$ cat config.mk
export PLATFORM = sky130hd
export DESIGN_NAME = compress_top
export DESIGN_NICKNAME = d
export VERILOG_FILES = /design/src/design/kem_math_pkg.sv /design/src/design/kem_mem_pkg.sv /design/src/design/compress_read_ctrl.sv /design/src/design/compress_lanes.sv /design/src/design/compress_packer.sv /design/src/design/compress_top.sv
export VERILOG_INCLUDE_DIRS = /design/src /design/src/design
export SDC_FILE = /design/constraint.sdc
export NUM_CORES = 2
export LEC_CHECK = 0
export BUFFER_PORTS_ARGS = -buffer_cell sky130_fd_sc_hd__buf_2
export CAP_MARGIN = 15
export CORE_ASPECT_RATIO = 0.5
export CORE_UTILIZATION = 40
export CTS_CLUSTER_DIAMETER = 30
export DETAILED_ROUTE_END_ITERATION = 10
export PLACE_DENSITY = 0.63
export REMOVE_ABC_BUFFERS = 1
export SYNTH_ARGS = -nofsm -noshare
export SYNTH_HDL_FRONTEND = slang
export SYNTH_SLANG_ARGS = --single-unit
export TNS_END_PERCENT = 1
$ cat constraint.sdc
create_clock -name clk -period 24.3 [get_ports clk]
set_input_delay 7.29 -clock clk [delete_from_list [all_inputs] [get_ports clk]]
set_output_delay 7.29 -clock clk [all_outputs]
set_load 0.05 [all_outputs]
$ cat src/design/compress_params.svh
/*
 * Widths, counts and the modulus shared by the compression engine.
 * Include this header wherever the macros are needed.
 */
`ifndef COMPRESS_PARAMS_SVH
`define COMPRESS_PARAMS_SVH

// Datapath shape
`define COEFF_PER_CLK 4
`define COEFF_W 12
`define KEM_Q 3329

// One command covers four polynomials of 64 beats each
`define NUM_POLY 4
`define POLY_BEATS 64

// Memory and output side
`define MEM_ADDR_W 16
`define WR_DATA_W 32
`define PACK_BUF_W 80

`endif

$ cat src/design/kem_math_pkg.sv
/*
 * Arithmetic types of the compression engine: coefficients, beats,
 * the compression mode and the per-coefficient bit count.
 */
`include "compress_params.svh"

package kem_math_pkg;

    // One coefficient, always below the modulus
    typedef logic [`COEFF_W-1:0] coeff_t;

    // Four coefficients, lane 0 in the lowest bits
    typedef logic [`COEFF_PER_CLK*`COEFF_W-1:0] coeff_beat_t;

    typedef enum logic [1:0] {
        COMP_D1  = 2'd0,
        COMP_D5  = 2'd1,
        COMP_D11 = 2'd2,
        COMP_D12 = 2'd3
    } comp_mode_t;

    // Number of valid bits per compressed coefficient
    typedef logic [3:0] comp_bits_t;

endpackage

$ cat src/design/kem_mem_pkg.sv
/*
 * Memory side types: addresses, the read request, the write strobe
 * and the compression command.
 */
`include "compress_params.svh"

package kem_mem_pkg;

    typedef logic [`MEM_ADDR_W-1:0] mem_addr_t;

    // Data returns exactly one cycle after rd_en
    typedef struct packed {
        logic      rd_en;
        mem_addr_t addr;
    } mem_rd_req_t;

    typedef struct packed {
        logic                  wr_en;
        mem_addr_t             addr;
        logic [`WR_DATA_W-1:0] data;
    } api_wr_t;

    typedef struct packed {
        kem_math_pkg::comp_mode_t mode;
        mem_addr_t                src_base;
        mem_addr_t                dst_base;
    } comp_cmd_t;

endpackage

$ cat src/design/compress_read_ctrl.sv
/*
 * Read controller. Walks the 256 source beats of a command and holds off
 * new reads while the packer has no room for another beat.
 */
`timescale 1ns/10ps
`include "compress_params.svh"

module compress_read_ctrl (
    input  logic                      clk,
    input  logic                      reset_n,
    input  logic                      zeroize_i,
    input  logic                      start_i,
    input  kem_mem_pkg::mem_addr_t    src_base_i,
    input  logic                      pack_ready_i,
    output kem_mem_pkg::mem_rd_req_t  mem_rd_req_o,
    output logic                      beat_valid_o,
    output logic                      stall_o,
    output logic                      read_done_o
);

    localparam int TOTAL_BEATS = `NUM_POLY * `POLY_BEATS;
    localparam int CNT_W = $clog2(TOTAL_BEATS);

    typedef enum logic [1:0] {IDLE, READ, STALL, DONE} read_ctrl_state_t;

    read_ctrl_state_t       state_q, state_next;
    kem_mem_pkg::mem_addr_t addr_q;
    logic [CNT_W-1:0]       cnt_q;
    logic                   rd_en;
    logic                   last_read;
    logic                   hold_q;

    // A read goes out only when the packer can take the returning beat
    assign rd_en = ((state_q == READ) || (state_q == STALL)) && pack_ready_i;
    assign last_read = (cnt_q == CNT_W'(TOTAL_BEATS - 1));

    assign mem_rd_req_o.rd_en = rd_en;
    assign mem_rd_req_o.addr = addr_q;

    // A beat arriving while the packer is full must wait in the skid register
    assign stall_o = !pack_ready_i;
    assign read_done_o = (state_q == DONE) && !beat_valid_o && !hold_q;

    always_comb begin
        state_next = state_q;
        unique case (state_q)
            IDLE, DONE: begin
                if (start_i) state_next = READ;
            end
            READ, STALL: begin
                if (!pack_ready_i) state_next = STALL;
                else if (last_read) state_next = DONE;
                else state_next = READ;
            end
        endcase
    end

    always_ff @(posedge clk or negedge reset_n) begin
        if (!reset_n) begin
            state_q <= IDLE;
            addr_q <= '0;
            cnt_q <= '0;
            beat_valid_o <= 1'b0;
            hold_q <= 1'b0;
        end else if (zeroize_i) begin
            state_q <= IDLE;
            addr_q <= '0;
            cnt_q <= '0;
            beat_valid_o <= 1'b0;
            hold_q <= 1'b0;
        end else begin
            state_q <= state_next;
            beat_valid_o <= rd_en;
            // Tracks a beat parked in the lanes until it is replayed
            hold_q <= stall_o && (hold_q || beat_valid_o);
            if (start_i) begin
                addr_q <= src_base_i;
                cnt_q <= '0;
            end else if (rd_en) begin
                addr_q <= addr_q + 1'b1;
                cnt_q <= cnt_q + 1'b1;
            end
        end
    end

    // A beat returning while another is parked would overwrite the skid register
    no_read_when_full: assert property (@(posedge clk) disable iff (!reset_n)
        beat_valid_o |-> !hold_q)
        else $error("beat returned while the skid register was still full");

endmodule

$ cat src/design/compress_lanes.sv
/*
 * Four compression lanes fed from the memory beat or from a one-entry
 * skid register. Output is the four results packed at d bits each.
 */
`timescale 1ns/10ps
`include "compress_params.svh"

module compress_lanes (
    input  logic                        clk,
    input  logic                        reset_n,
    input  logic                        zeroize_i,
    input  kem_math_pkg::comp_mode_t    mode_i,
    input  kem_math_pkg::coeff_beat_t   beat_i,
    input  logic                        beat_valid_i,
    input  logic                        stall_i,
    output logic [`COEFF_PER_CLK*`COEFF_W-1:0] lane_bits_o,
    output logic                        lane_valid_o,
    output kem_math_pkg::comp_bits_t    lane_width_o
);

    localparam int BEAT_W = `COEFF_PER_CLK * `COEFF_W;
    // Widest dividend is x * 2^11 plus the rounding offset
    localparam int NUM_W = `COEFF_W + 11;
    localparam int RECIP_SHIFT = 24;
    localparam int RECIP = (1 << RECIP_SHIFT) / `KEM_Q;
    localparam int PROD_W = NUM_W + 13;

    kem_math_pkg::coeff_beat_t skid_q, beat_sel;
    logic                      skid_valid_q;
    kem_math_pkg::coeff_t      mask;
    kem_math_pkg::coeff_t      comp [`COEFF_PER_CLK];

    assign beat_sel = skid_valid_q ? skid_q : beat_i;
    assign lane_valid_o = !stall_i && (skid_valid_q || beat_valid_i);

    always_comb begin
        unique case (mode_i)
            kem_math_pkg::COMP_D1:  lane_width_o = 4'd1;
            kem_math_pkg::COMP_D5:  lane_width_o = 4'd5;
            kem_math_pkg::COMP_D11: lane_width_o = 4'd11;
            default:                lane_width_o = 4'd12;
        endcase
    end

    assign mask = ~({`COEFF_W{1'b1}} << lane_width_o);

    for (genvar i = 0; i < `COEFF_PER_CLK; i++) begin : g_lane
        kem_math_pkg::coeff_t x;
        logic [NUM_W-1:0]     num, rem;
        logic [PROD_W-1:0]    prod;
        kem_math_pkg::coeff_t quot;

        assign x = beat_sel[i*`COEFF_W +: `COEFF_W];

        always_comb begin
            // round(2^d x / q) as floor((2^d x + (q-1)/2) / q)
            num = (NUM_W'(x) << lane_width_o) + NUM_W'(`KEM_Q / 2);
            prod = PROD_W'(num) * PROD_W'(RECIP);
            quot = `COEFF_W'(prod >> RECIP_SHIFT);
            // The reciprocal estimate is at most one below the true quotient
            rem = num - NUM_W'(quot) * NUM_W'(`KEM_Q);
            if (rem >= NUM_W'(`KEM_Q)) quot = quot + 1'b1;
            comp[i] = (mode_i == kem_math_pkg::COMP_D12) ? x : (quot & mask);
        end

        coeff_in_range: assert property (@(posedge clk) disable iff (!reset_n)
            beat_valid_i |-> (beat_i[i*`COEFF_W +: `COEFF_W] < `COEFF_W'(`KEM_Q)))
            else $error("coefficient %0d not below q", i);
    end

    always_comb begin
        lane_bits_o = '0;
        for (int i = 0; i < `COEFF_PER_CLK; i++) begin
            lane_bits_o = lane_bits_o | (BEAT_W'(comp[i]) << (i * int'(lane_width_o)));
        end
    end

    always_ff @(posedge clk or negedge reset_n) begin
        if (!reset_n) begin
            skid_valid_q <= 1'b0;
        end else if (zeroize_i) begin
            skid_valid_q <= 1'b0;
        end else if (stall_i && beat_valid_i) begin
            skid_valid_q <= 1'b1;
        end else if (!stall_i) begin
            skid_valid_q <= 1'b0;
        end
    end

    always_ff @(posedge clk) begin
        if (zeroize_i) skid_q <= '0;
        else if (stall_i && beat_valid_i) skid_q <= beat_i;
    end

endmodule

$ cat src/design/compress_packer.sv
/*
 * Bit packer. Appends 4*d bits per lane beat above the buffered bits and
 * hands out the low 32 bits as a word whenever that many are present.
 */
`timescale 1ns/10ps
`include "compress_params.svh"

module compress_packer (
    input  logic                               clk,
    input  logic                               reset_n,
    input  logic                               zeroize_i,
    input  logic [`COEFF_PER_CLK*`COEFF_W-1:0] lane_bits_i,
    input  logic                               lane_valid_i,
    input  kem_math_pkg::comp_bits_t           lane_width_i,
    output logic                               pack_ready_o,
    output logic                               word_valid_o,
    output logic [`WR_DATA_W-1:0]              word_o
);

    localparam int FILL_W = $clog2(`PACK_BUF_W + 1);

    logic [`PACK_BUF_W-1:0] buf_q;
    logic [`PACK_BUF_W-1:0] kept;
    logic [`PACK_BUF_W-1:0] incoming;
    logic [FILL_W-1:0]      fill_q;
    logic [FILL_W-1:0]      kept_fill;
    logic [FILL_W-1:0]      add_bits;

    // A word leaves in the cycle after the beat that completed it
    assign word_valid_o = (fill_q >= FILL_W'(`WR_DATA_W));
    assign word_o = buf_q[`WR_DATA_W-1:0];

    // With at most 32 bits held, one word drains while a full beat lands,
    // so the 80-bit buffer never overflows
    assign pack_ready_o = (fill_q <= FILL_W'(`WR_DATA_W));

    always_comb begin
        if (word_valid_o) begin
            kept = buf_q >> `WR_DATA_W;
            kept_fill = fill_q - FILL_W'(`WR_DATA_W);
        end else begin
            kept = buf_q;
            kept_fill = fill_q;
        end

        if (lane_valid_i) begin
            add_bits = FILL_W'({lane_width_i, 2'b00});
            incoming = `PACK_BUF_W'(lane_bits_i) << kept_fill;
        end else begin
            add_bits = '0;
            incoming = '0;
        end
    end

    // Bits above the fill count stay zero, so new bits are simply OR-ed in
    always_ff @(posedge clk or negedge reset_n) begin
        if (!reset_n) begin
            buf_q <= '0;
            fill_q <= '0;
        end else if (zeroize_i) begin
            buf_q <= '0;
            fill_q <= '0;
        end else begin
            buf_q <= kept | incoming;
            fill_q <= kept_fill + add_bits;
        end
    end

    fill_in_range: assert property (@(posedge clk) disable iff (!reset_n)
        fill_q <= FILL_W'(`PACK_BUF_W))
        else $error("packer buffer overflow, fill %0d", fill_q);

endmodule

$ cat src/design/compress_top.sv
/*
 * Compression engine top. Takes one command over a four-phase req/ack
 * handshake, compresses four polynomials and writes the packed words.
 */
`timescale 1ns/10ps
`include "compress_params.svh"

module compress_top (
    input  logic                        clk,
    input  logic                        reset_n,
    input  logic                        zeroize_i,
    input  logic                        cmd_req_i,
    input  kem_mem_pkg::comp_cmd_t      cmd_i,
    output logic                        cmd_ack_o,
    output kem_mem_pkg::mem_rd_req_t    mem_rd_req_o,
    input  kem_math_pkg::coeff_beat_t   mem_rd_data_i,
    output kem_mem_pkg::api_wr_t        api_wr_o
);

    logic                      busy_q;
    logic                      accept;
    logic                      done;
    kem_math_pkg::comp_mode_t  mode_q;
    kem_mem_pkg::mem_addr_t    wr_addr_q;
    logic                      beat_valid, stall, read_done;
    logic [`COEFF_PER_CLK*`COEFF_W-1:0] lane_bits;
    logic                      lane_valid;
    kem_math_pkg::comp_bits_t  lane_width;
    logic                      pack_ready, word_valid;
    logic [`WR_DATA_W-1:0]     word;

    // New work only after the previous handshake has fully closed
    assign accept = cmd_req_i && !busy_q && !cmd_ack_o;
    assign done = busy_q && read_done && !word_valid;

    assign api_wr_o.wr_en = word_valid;
    assign api_wr_o.addr = wr_addr_q;
    assign api_wr_o.data = word;

    always_ff @(posedge clk or negedge reset_n) begin
        if (!reset_n) begin
            busy_q <= 1'b0;
            cmd_ack_o <= 1'b0;
            wr_addr_q <= '0;
        end else if (zeroize_i) begin
            busy_q <= 1'b0;
            cmd_ack_o <= 1'b0;
            wr_addr_q <= '0;
        end else begin
            if (accept) busy_q <= 1'b1;
            else if (done) busy_q <= 1'b0;

            if (done) cmd_ack_o <= 1'b1;
            else if (!cmd_req_i) cmd_ack_o <= 1'b0;

            if (accept) wr_addr_q <= cmd_i.dst_base;
            else if (word_valid) wr_addr_q <= wr_addr_q + 1'b1;
        end
    end

    always_ff @(posedge clk) begin
        if (zeroize_i) mode_q <= kem_math_pkg::COMP_D1;
        else if (accept) mode_q <= cmd_i.mode;
    end

    compress_read_ctrl i_read_ctrl (
        .clk          (clk),
        .reset_n      (reset_n),
        .zeroize_i    (zeroize_i),
        .start_i      (accept),
        .src_base_i   (cmd_i.src_base),
        .pack_ready_i (pack_ready),
        .mem_rd_req_o (mem_rd_req_o),
        .beat_valid_o (beat_valid),
        .stall_o      (stall),
        .read_done_o  (read_done)
    );

    compress_lanes i_lanes (
        .clk          (clk),
        .reset_n      (reset_n),
        .zeroize_i    (zeroize_i),
        .mode_i       (mode_q),
        .beat_i       (mem_rd_data_i),
        .beat_valid_i (beat_valid),
        .stall_i      (stall),
        .lane_bits_o  (lane_bits),
        .lane_valid_o (lane_valid),
        .lane_width_o (lane_width)
    );

    compress_packer i_packer (
        .clk          (clk),
        .reset_n      (reset_n),
        .zeroize_i    (zeroize_i),
        .lane_bits_i  (lane_bits),
        .lane_valid_i (lane_valid),
        .lane_width_i (lane_width),
        .pack_ready_o (pack_ready),
        .word_valid_o (word_valid),
        .word_o       (word)
    );

    ack_needs_req: assert property (@(posedge clk) disable iff (!reset_n)
        $rose(cmd_ack_o) |-> cmd_req_i)
        else $error("ack raised without a pending request");

endmodule

Word level (Yosys, flattened, before mapping) --
Index checks and enable logic that the tools add are counted.
Cells by class: mux-type cells 41, bitwise gates (word level) 9, shifts and indexed selects 9, add/sub/neg operators 17, reductions and logical operators 27, multiply operators 9, order comparisons 6, equality and inequality tests 9
Operators by type and width (number):
- 80-bit two-way mux | 3
- 23-bit by 13-bit multiplier with 36-bit output, second input constant | 4
- 12-bit two-way mux | 8
- 16-bit two-way mux | 6
- 48-bit bitwise OR | 2
- 23-bit by 11-bit adder with 23-bit output, second input constant | 4
- 23-bit by 12-bit >= comparator with 1-bit output, second input constant | 4
- 12-bit by 12-bit multiplier with 23-bit output, second input constant | 4
- 12-bit by 4-bit << shifter with 23-bit output | 4
- 23-bit subtractor | 4
- 80-bit bitwise OR | 1
- 48-bit by 7-bit << shifter with 80-bit output | 1
- 12-bit by 1-bit adder with 12-bit output, second input constant | 4
- 12-bit bitwise AND | 4
- 48-bit two-way mux | 1
- 12-bit by 48-bit bitwise OR with 48-bit output | 1
- 12-bit by 32-bit << shifter with 48-bit output | 1
- 12-bit by 4-bit << shifter with 48-bit output | 1
- 12-bit by 5-bit << shifter with 48-bit output | 1
- 16-bit by 1-bit adder with 16-bit output, second input constant | 2
- 8-bit two-way mux | 3
- 7-bit two-way mux | 2
- 12-bit NOT | 1
- 4-bit case mux with 3 select lines | 1
- 22 further kinds | 60
Storage, ports and cells: input port bits 86, register bits 184, output and inout port bits 67

Logic depth before layout (Yosys ltp) --
depth in word-level cells 19, depth in mapped cells 64

Cells and area by module --
From an unflattened synthesis, not the netlist that was laid out.
Second synthesis, totals: cells, all modules 5262, area total of the unflattened synthesis 46505.9 um2
By module, submodules not included:
- compress_lanes | area each 37747.5 um2, instances 1, cells an instance 4320
- compress_packer | area each 6057.1 um2, instances 1, cells an instance 655
- compress_read_ctrl | area each 1525.2 um2, instances 1, cells an instance 165
- compress_top | area each 1176.1 um2, instances 1, cells an instance 122

Worst setup path after synthesis --
OpenSTA, ideal clock, no wires.
kind input port to flip-flop, start point in mem_rd_data_i[39], end point reg i_packer.buf_q[19], slack 3.226 ns, data arrival time 20.987 ns, library setup time 0.087 ns, cell stages on the path 50, data required time 24.213 ns, cell sequence mux2i_1 and2_1 or3_1 inv_1 ha_1 nor2_1 or3_1 or3_1 or3_1 a211o_1 or3_1 xnor2_1 fa_1 fa_1 fa_1 fa_1 inv_1 fa_1 [14 not listed] fa_1 ha_1 inv_1 ha_1 clkbuf_1 a211oi_1 o21ai_0 or4b_1 and4_1 o21bai_1 mux2i_1 and4b_1 a21oi_2 xor2_1 a222oi_1 mux4_2 o221a_1 a211oi_2
On the way: cells in the longest elaborated chain, start to end 16, elaborated cells between the ends (all ways) 17, classes of those cells 3 x add/sub; 2 x mul; 1 x order compare; 3 x shift; 5 x mux; 3 x bitwise
RTL lines:
- from (decl) | line compress_top.sv:16 | input kem_math_pkg::coeff_beat_t mem_rd_data_i,
- 48-bit two-way mux * | line compress_lanes.sv:33 | assign beat_sel = skid_valid_q ? skid_q : beat_i;
- 12-bit by 4-bit << shifter with 23-bit output | line compress_lanes.sv:57 | num = (NUM_W'(x) << lane_width_o) + NUM_W'(`KEM_Q / 2);
- 23-bit by 11-bit adder with 23-bit output | line compress_lanes.sv:57
- 23-bit by 13-bit multiplier with 36-bit output | line compress_lanes.sv:58 | prod = PROD_W'(num) * PROD_W'(RECIP);
- 12-bit by 12-bit multiplier with 23-bit output | line compress_lanes.sv:61 | rem = num - NUM_W'(quot) * NUM_W'(`KEM_Q);
- 23-bit subtractor | line compress_lanes.sv:61
- 23-bit by 12-bit >= comparator with 1-bit output | line compress_lanes.sv:62 | if (rem >= NUM_W'(`KEM_Q)) quot = quot + 1'b1;
- 12-bit two-way mux | line compress_lanes.sv:62
- 12-bit bitwise AND | line compress_lanes.sv:63 | comp[i] = (mode_i == kem_math_pkg::COMP_D12) ? x : (quot & mask);
- 12-bit two-way mux * | line compress_lanes.sv:63
- 12-bit by 32-bit << shifter with 48-bit output * | line compress_lanes.sv:74 | lane_bits_o = lane_bits_o | (BEAT_W'(comp[i]) << (i * int'(lane_width_o)));
- 48-bit bitwise OR * | line compress_lanes.sv:74
- 48-bit by 7-bit << shifter with 80-bit output (no line) *
- 80-bit two-way mux * | line compress_packer.sv:46 | if (lane_valid_i) begin
- 80-bit bitwise OR * | line compress_packer.sv:64 | buf_q <= kept | incoming;
- 80-bit two-way mux * | line compress_packer.sv:60 | end else if (zeroize_i) begin
- to (signal assigned) | line compress_packer.sv:64
- to (decl) | line compress_packer.sv:22 | logic [`PACK_BUF_W-1:0] buf_q;
Mark *: on every way between the ends. The rest lies on a longest branch, timed or not. A chain may end at the register's enable or synchronous reset.

Worst setup path after layout --
start point in mem_rd_data_i[38], end point reg i_packer.buf_q[15]
The elaborated chain is that of the path after synthesis.

==> reports/metrics.csv <==
stage,metric,value,unit
detailed_routing,avgViaCountPerCell,5.59,
grt,track_usage,24.3,%
setup_path,start_kind,input pin,
sta,period_share,95.2,%
detailed_routing,route.detailed.wl_per_inst,20.3,µm
die,die_h,245,µm
sta,tightest_slew,1.23,ns
final_layout,syn_to_final_growth,6.33,%
final_layout,layout.cells.most_common,inv_1,
sta,fmax,43.2,MHz
yosys,yosys_register_bits,182,
setup_path,reg2reg_depth,51,
setup_path,cp.buffers_inverters,8,
yosys,yosysSeqAreaShare,9.12,%
setup_path,cpLargestDelayFamily,adder cells,
sta,finalSetupViolCount,0,
sta,slew_headroom,17.4,%
hold_path,min_path_cells,1,
clocking,cts.path.max_buffers,2,
grt,antenna_found_initial,3,
grt,grt_use_met3,3.52,%
detailed_routing,vias,39900,
die,fp.dieW,488,µm
yosys,synth_edf_count,0,
sta,maxSlewViolCount,0,
setup_path,cpMostUsedCell,fa_1,
sta,fin_crit,23.12,ns
hold_path,min_from,i_lanes.skid_q[47],
clocking,cts_setup_buffers,0,
sta,fin_worst_skew,0.0195,ns
setup_path,r2r_start,mode_q[0],
final_layout,final_nets,6979,
clocking,cts.clk_slew.worst_paths,0.09,ns
sta,hold_viol_final,0,
die,coreArea,116000,µm²
final_layout,final_cell_mix,"1111 x inv_1, 788 x ha_1, 554 x fa_1",
final_layout,fin_util,43.2,%
setup_path,end_kind,flip-flop,
clocking,h-tree-depth,4,
grt,grt_pass1_wl,229,mm
outcome,status,finished clean,
detailed_routing,drt-initial-drc-count,3684,
grt,grtUsageMet1,33.7,%
yosys,avgSynthCellArea,8.59,µm²
place,io_buffer_count,152,
yosys,synth_cell_types,107,
final_layout,layout-drive-gt1-share,6.29,%
grt,grt_start_max_net_pins,74,
grt,grt_overflow,0,
die,ioPinCount,153,
detailed_routing,route.detailed.drc,0,
clocking,holdBufCountCts,0,
detailed_routing,firstDrtPassIters,6,
die,start_util,40.6,%
die,rows,88,
yosys,syn_area,47200,µm²
sta,final.setup.tns,0,ns
setup_path,path_max_fanout,14,
sta,holdWs,0.483,ns
clocking,cts_root_buf,clkbuf_16,
yosys,syn_inst,5492,
setup_path,arrival,23.53,ns
place,routabilityCongestion,1.00,
hold_path,hp-class,flip-flop to flip-flop,
setup_path,slowest_stage,a311oi_1,
final_layout,fill_cells,11500,
setup_path,critPathLaunch,mem_rd_data_i[38],
place,hpwl,120,mm
clocking,cts_tree,done,
clocking,clkSinkCount,182,
clocking,cts_resized,0,
yosys,synth-warning-count,0,
setup_path,slowest_delay,0.87,ns
setup_path,timing_worst_setup_path_type,input pin to flip-flop,
die,dieArea,119000,µm²
clocking,cts_inserted_buffers,17,
setup_path,cp.required,24.71,ns
setup_path,worstReg2RegEnd,i_packer.buf_q[15],
clocking,clk_latency,0.49,ns
grt,grt_pass1_vias,40400,
yosys,synthArstFlopShare,72.5,%
detailed_routing,ant_nets,0,
grt,grt-busiest-layer,met2,
detailed_routing,drt_wl_total,145,mm
sta,rsz0062_at_grt,false,
yosys,synth_ff_type,dfrtp_1,
grt,met2_usage,39.0,%
setup_path,reg2reg_setup_slack,6.85,ns
hold_path,whs_endpoint,i_lanes.skid_q[47],
job,cap_violations,0,
stage by stage:
step | worst slack [ns] | instances | instance area [µm²]
global placement | 1.11 | 7107 | 49600
floorplan | 3.01 | 5313 | 46300
global route | 0.430 | 7141 | 50200
detailed placement | 0.942 | 7107 | 49600
CTS | 1.39 | 7139 | 50200
finish | 1.18 | 7142 | 50200
cells by family (layout without fill, tap and decap cells):
| kind of cell | after synthesis | count (layout) | share of synthesized area, % |
|---|---|---|---|
| compound gates | 1082 | 1082 | 15.9 |
| xor+xnor | 247 | 247 | 4.70 |
| fa+ha+maj | 1348 | 1348 | 44.5 |
| buf+inv | 1317 | 1366 | 11.0 |
| flops | 182 | 182 | 9.12 |
| mux | 117 | 117 | 2.71 |
| other cells | 1 | 27 | 0.00795 |
| simple gates | 1198 | 1198 | 12.0 |
worst max path at each step:
| stage | endpoint | slack, ns | cells after the start |
|---|---|---|---|
| 2_1_floorplan | i_packer.buf_q[19] | 3.01 | 49 |
| 3_3_place_gp | i_packer.buf_q[15] | 1.11 | 50 |
| 3_5_place_dp | i_packer.buf_q[15] | 0.94 | 50 |
| 4_1_cts | i_packer.buf_q[15] | 1.39 | 50 |
| 5_1_grt | i_packer.buf_q[15] | 0.43 | 50 |
| 6_report | i_packer.buf_q[15] | 1.18 | 51 |
layer usage:
layer  vias up  part of all wire (%)
met5         -                0.0097
met4         2                   3.0
met3       213                   7.0
met2      1416                    45
met1     19800                    45
li1      18500                     -
cells in the mapped netlist (15+ instances only):
library cell	count	share of area, %
nand3_1	92	0.98
or3_1	41	0.54
nor2_1	329	2.6
a211o_1	22	0.41
a31oi_1	35	0.46
buf_2	16	0.17
o31ai_1	20	0.32
a21o_1	72	1.1
nand2b_1	32	0.42
or2_2	16	0.21
buf_1	18	0.14
and3_1	42	0.56
o22ai_1	27	0.36
xnor2_1	150	2.8
a211oi_1	84	1.3
and2_1	41	0.54
nand2_1	374	3.0
dfxtp_1	50	2.1
o21a_1	34	0.54
clkbuf_1	116	0.92
o211ai_1	38	0.60
o21ai_0	168	1.8
a32oi_1	15	0.28
a21oi_1	255	2.7
inv_1	1112	8.8
dfrtp_1	132	7.0
buf_4	39	0.62
fa_1	554	24
a22o_1	51	0.95
mux2_2	29	0.69
xor2_1	93	1.7
ha_1	788	21
nor2b_1	19	0.25
o21bai_1	15	0.24
nand4_1	51	0.68
nor3_1	69	0.73
nor4_1	19	0.25
o221ai_1	26	0.48
mux2i_1	81	1.7
cell type report:
cell class	instances	area, µm²	area share (%)
clock inverters	15	183	0.364
diodes	3	7.51	0.0150
well taps	1575	1970	3.93
repair buffers	219	1270	2.54
flip-flops and latches	182	4320	8.61
inverters	1115	4190	8.34
multi-input cells	4016	37800	75.4
clock buffers	17	425	0.848
flip-flops by register name, summed over array words and instances (netlist names):
signal                    cells
i_read_ctrl.hold_q            1
busy_q                        1
i_packer.buf_q               80
mode_q                        2
i_packer.fill_q               5
i_lanes.skid_q               48
i_lanes.skid_valid_q          1
i_read_ctrl.state_q           2
i_read_ctrl.beat_valid_o      1
i_read_ctrl.cnt_q             8
cmd_ack_o                     1
wr_addr_q                    16
i_read_ctrl.addr_q           16
Power is not shown: default switching activity piles up to over one toggle a cycle in this logic, so the estimate is an artifact.
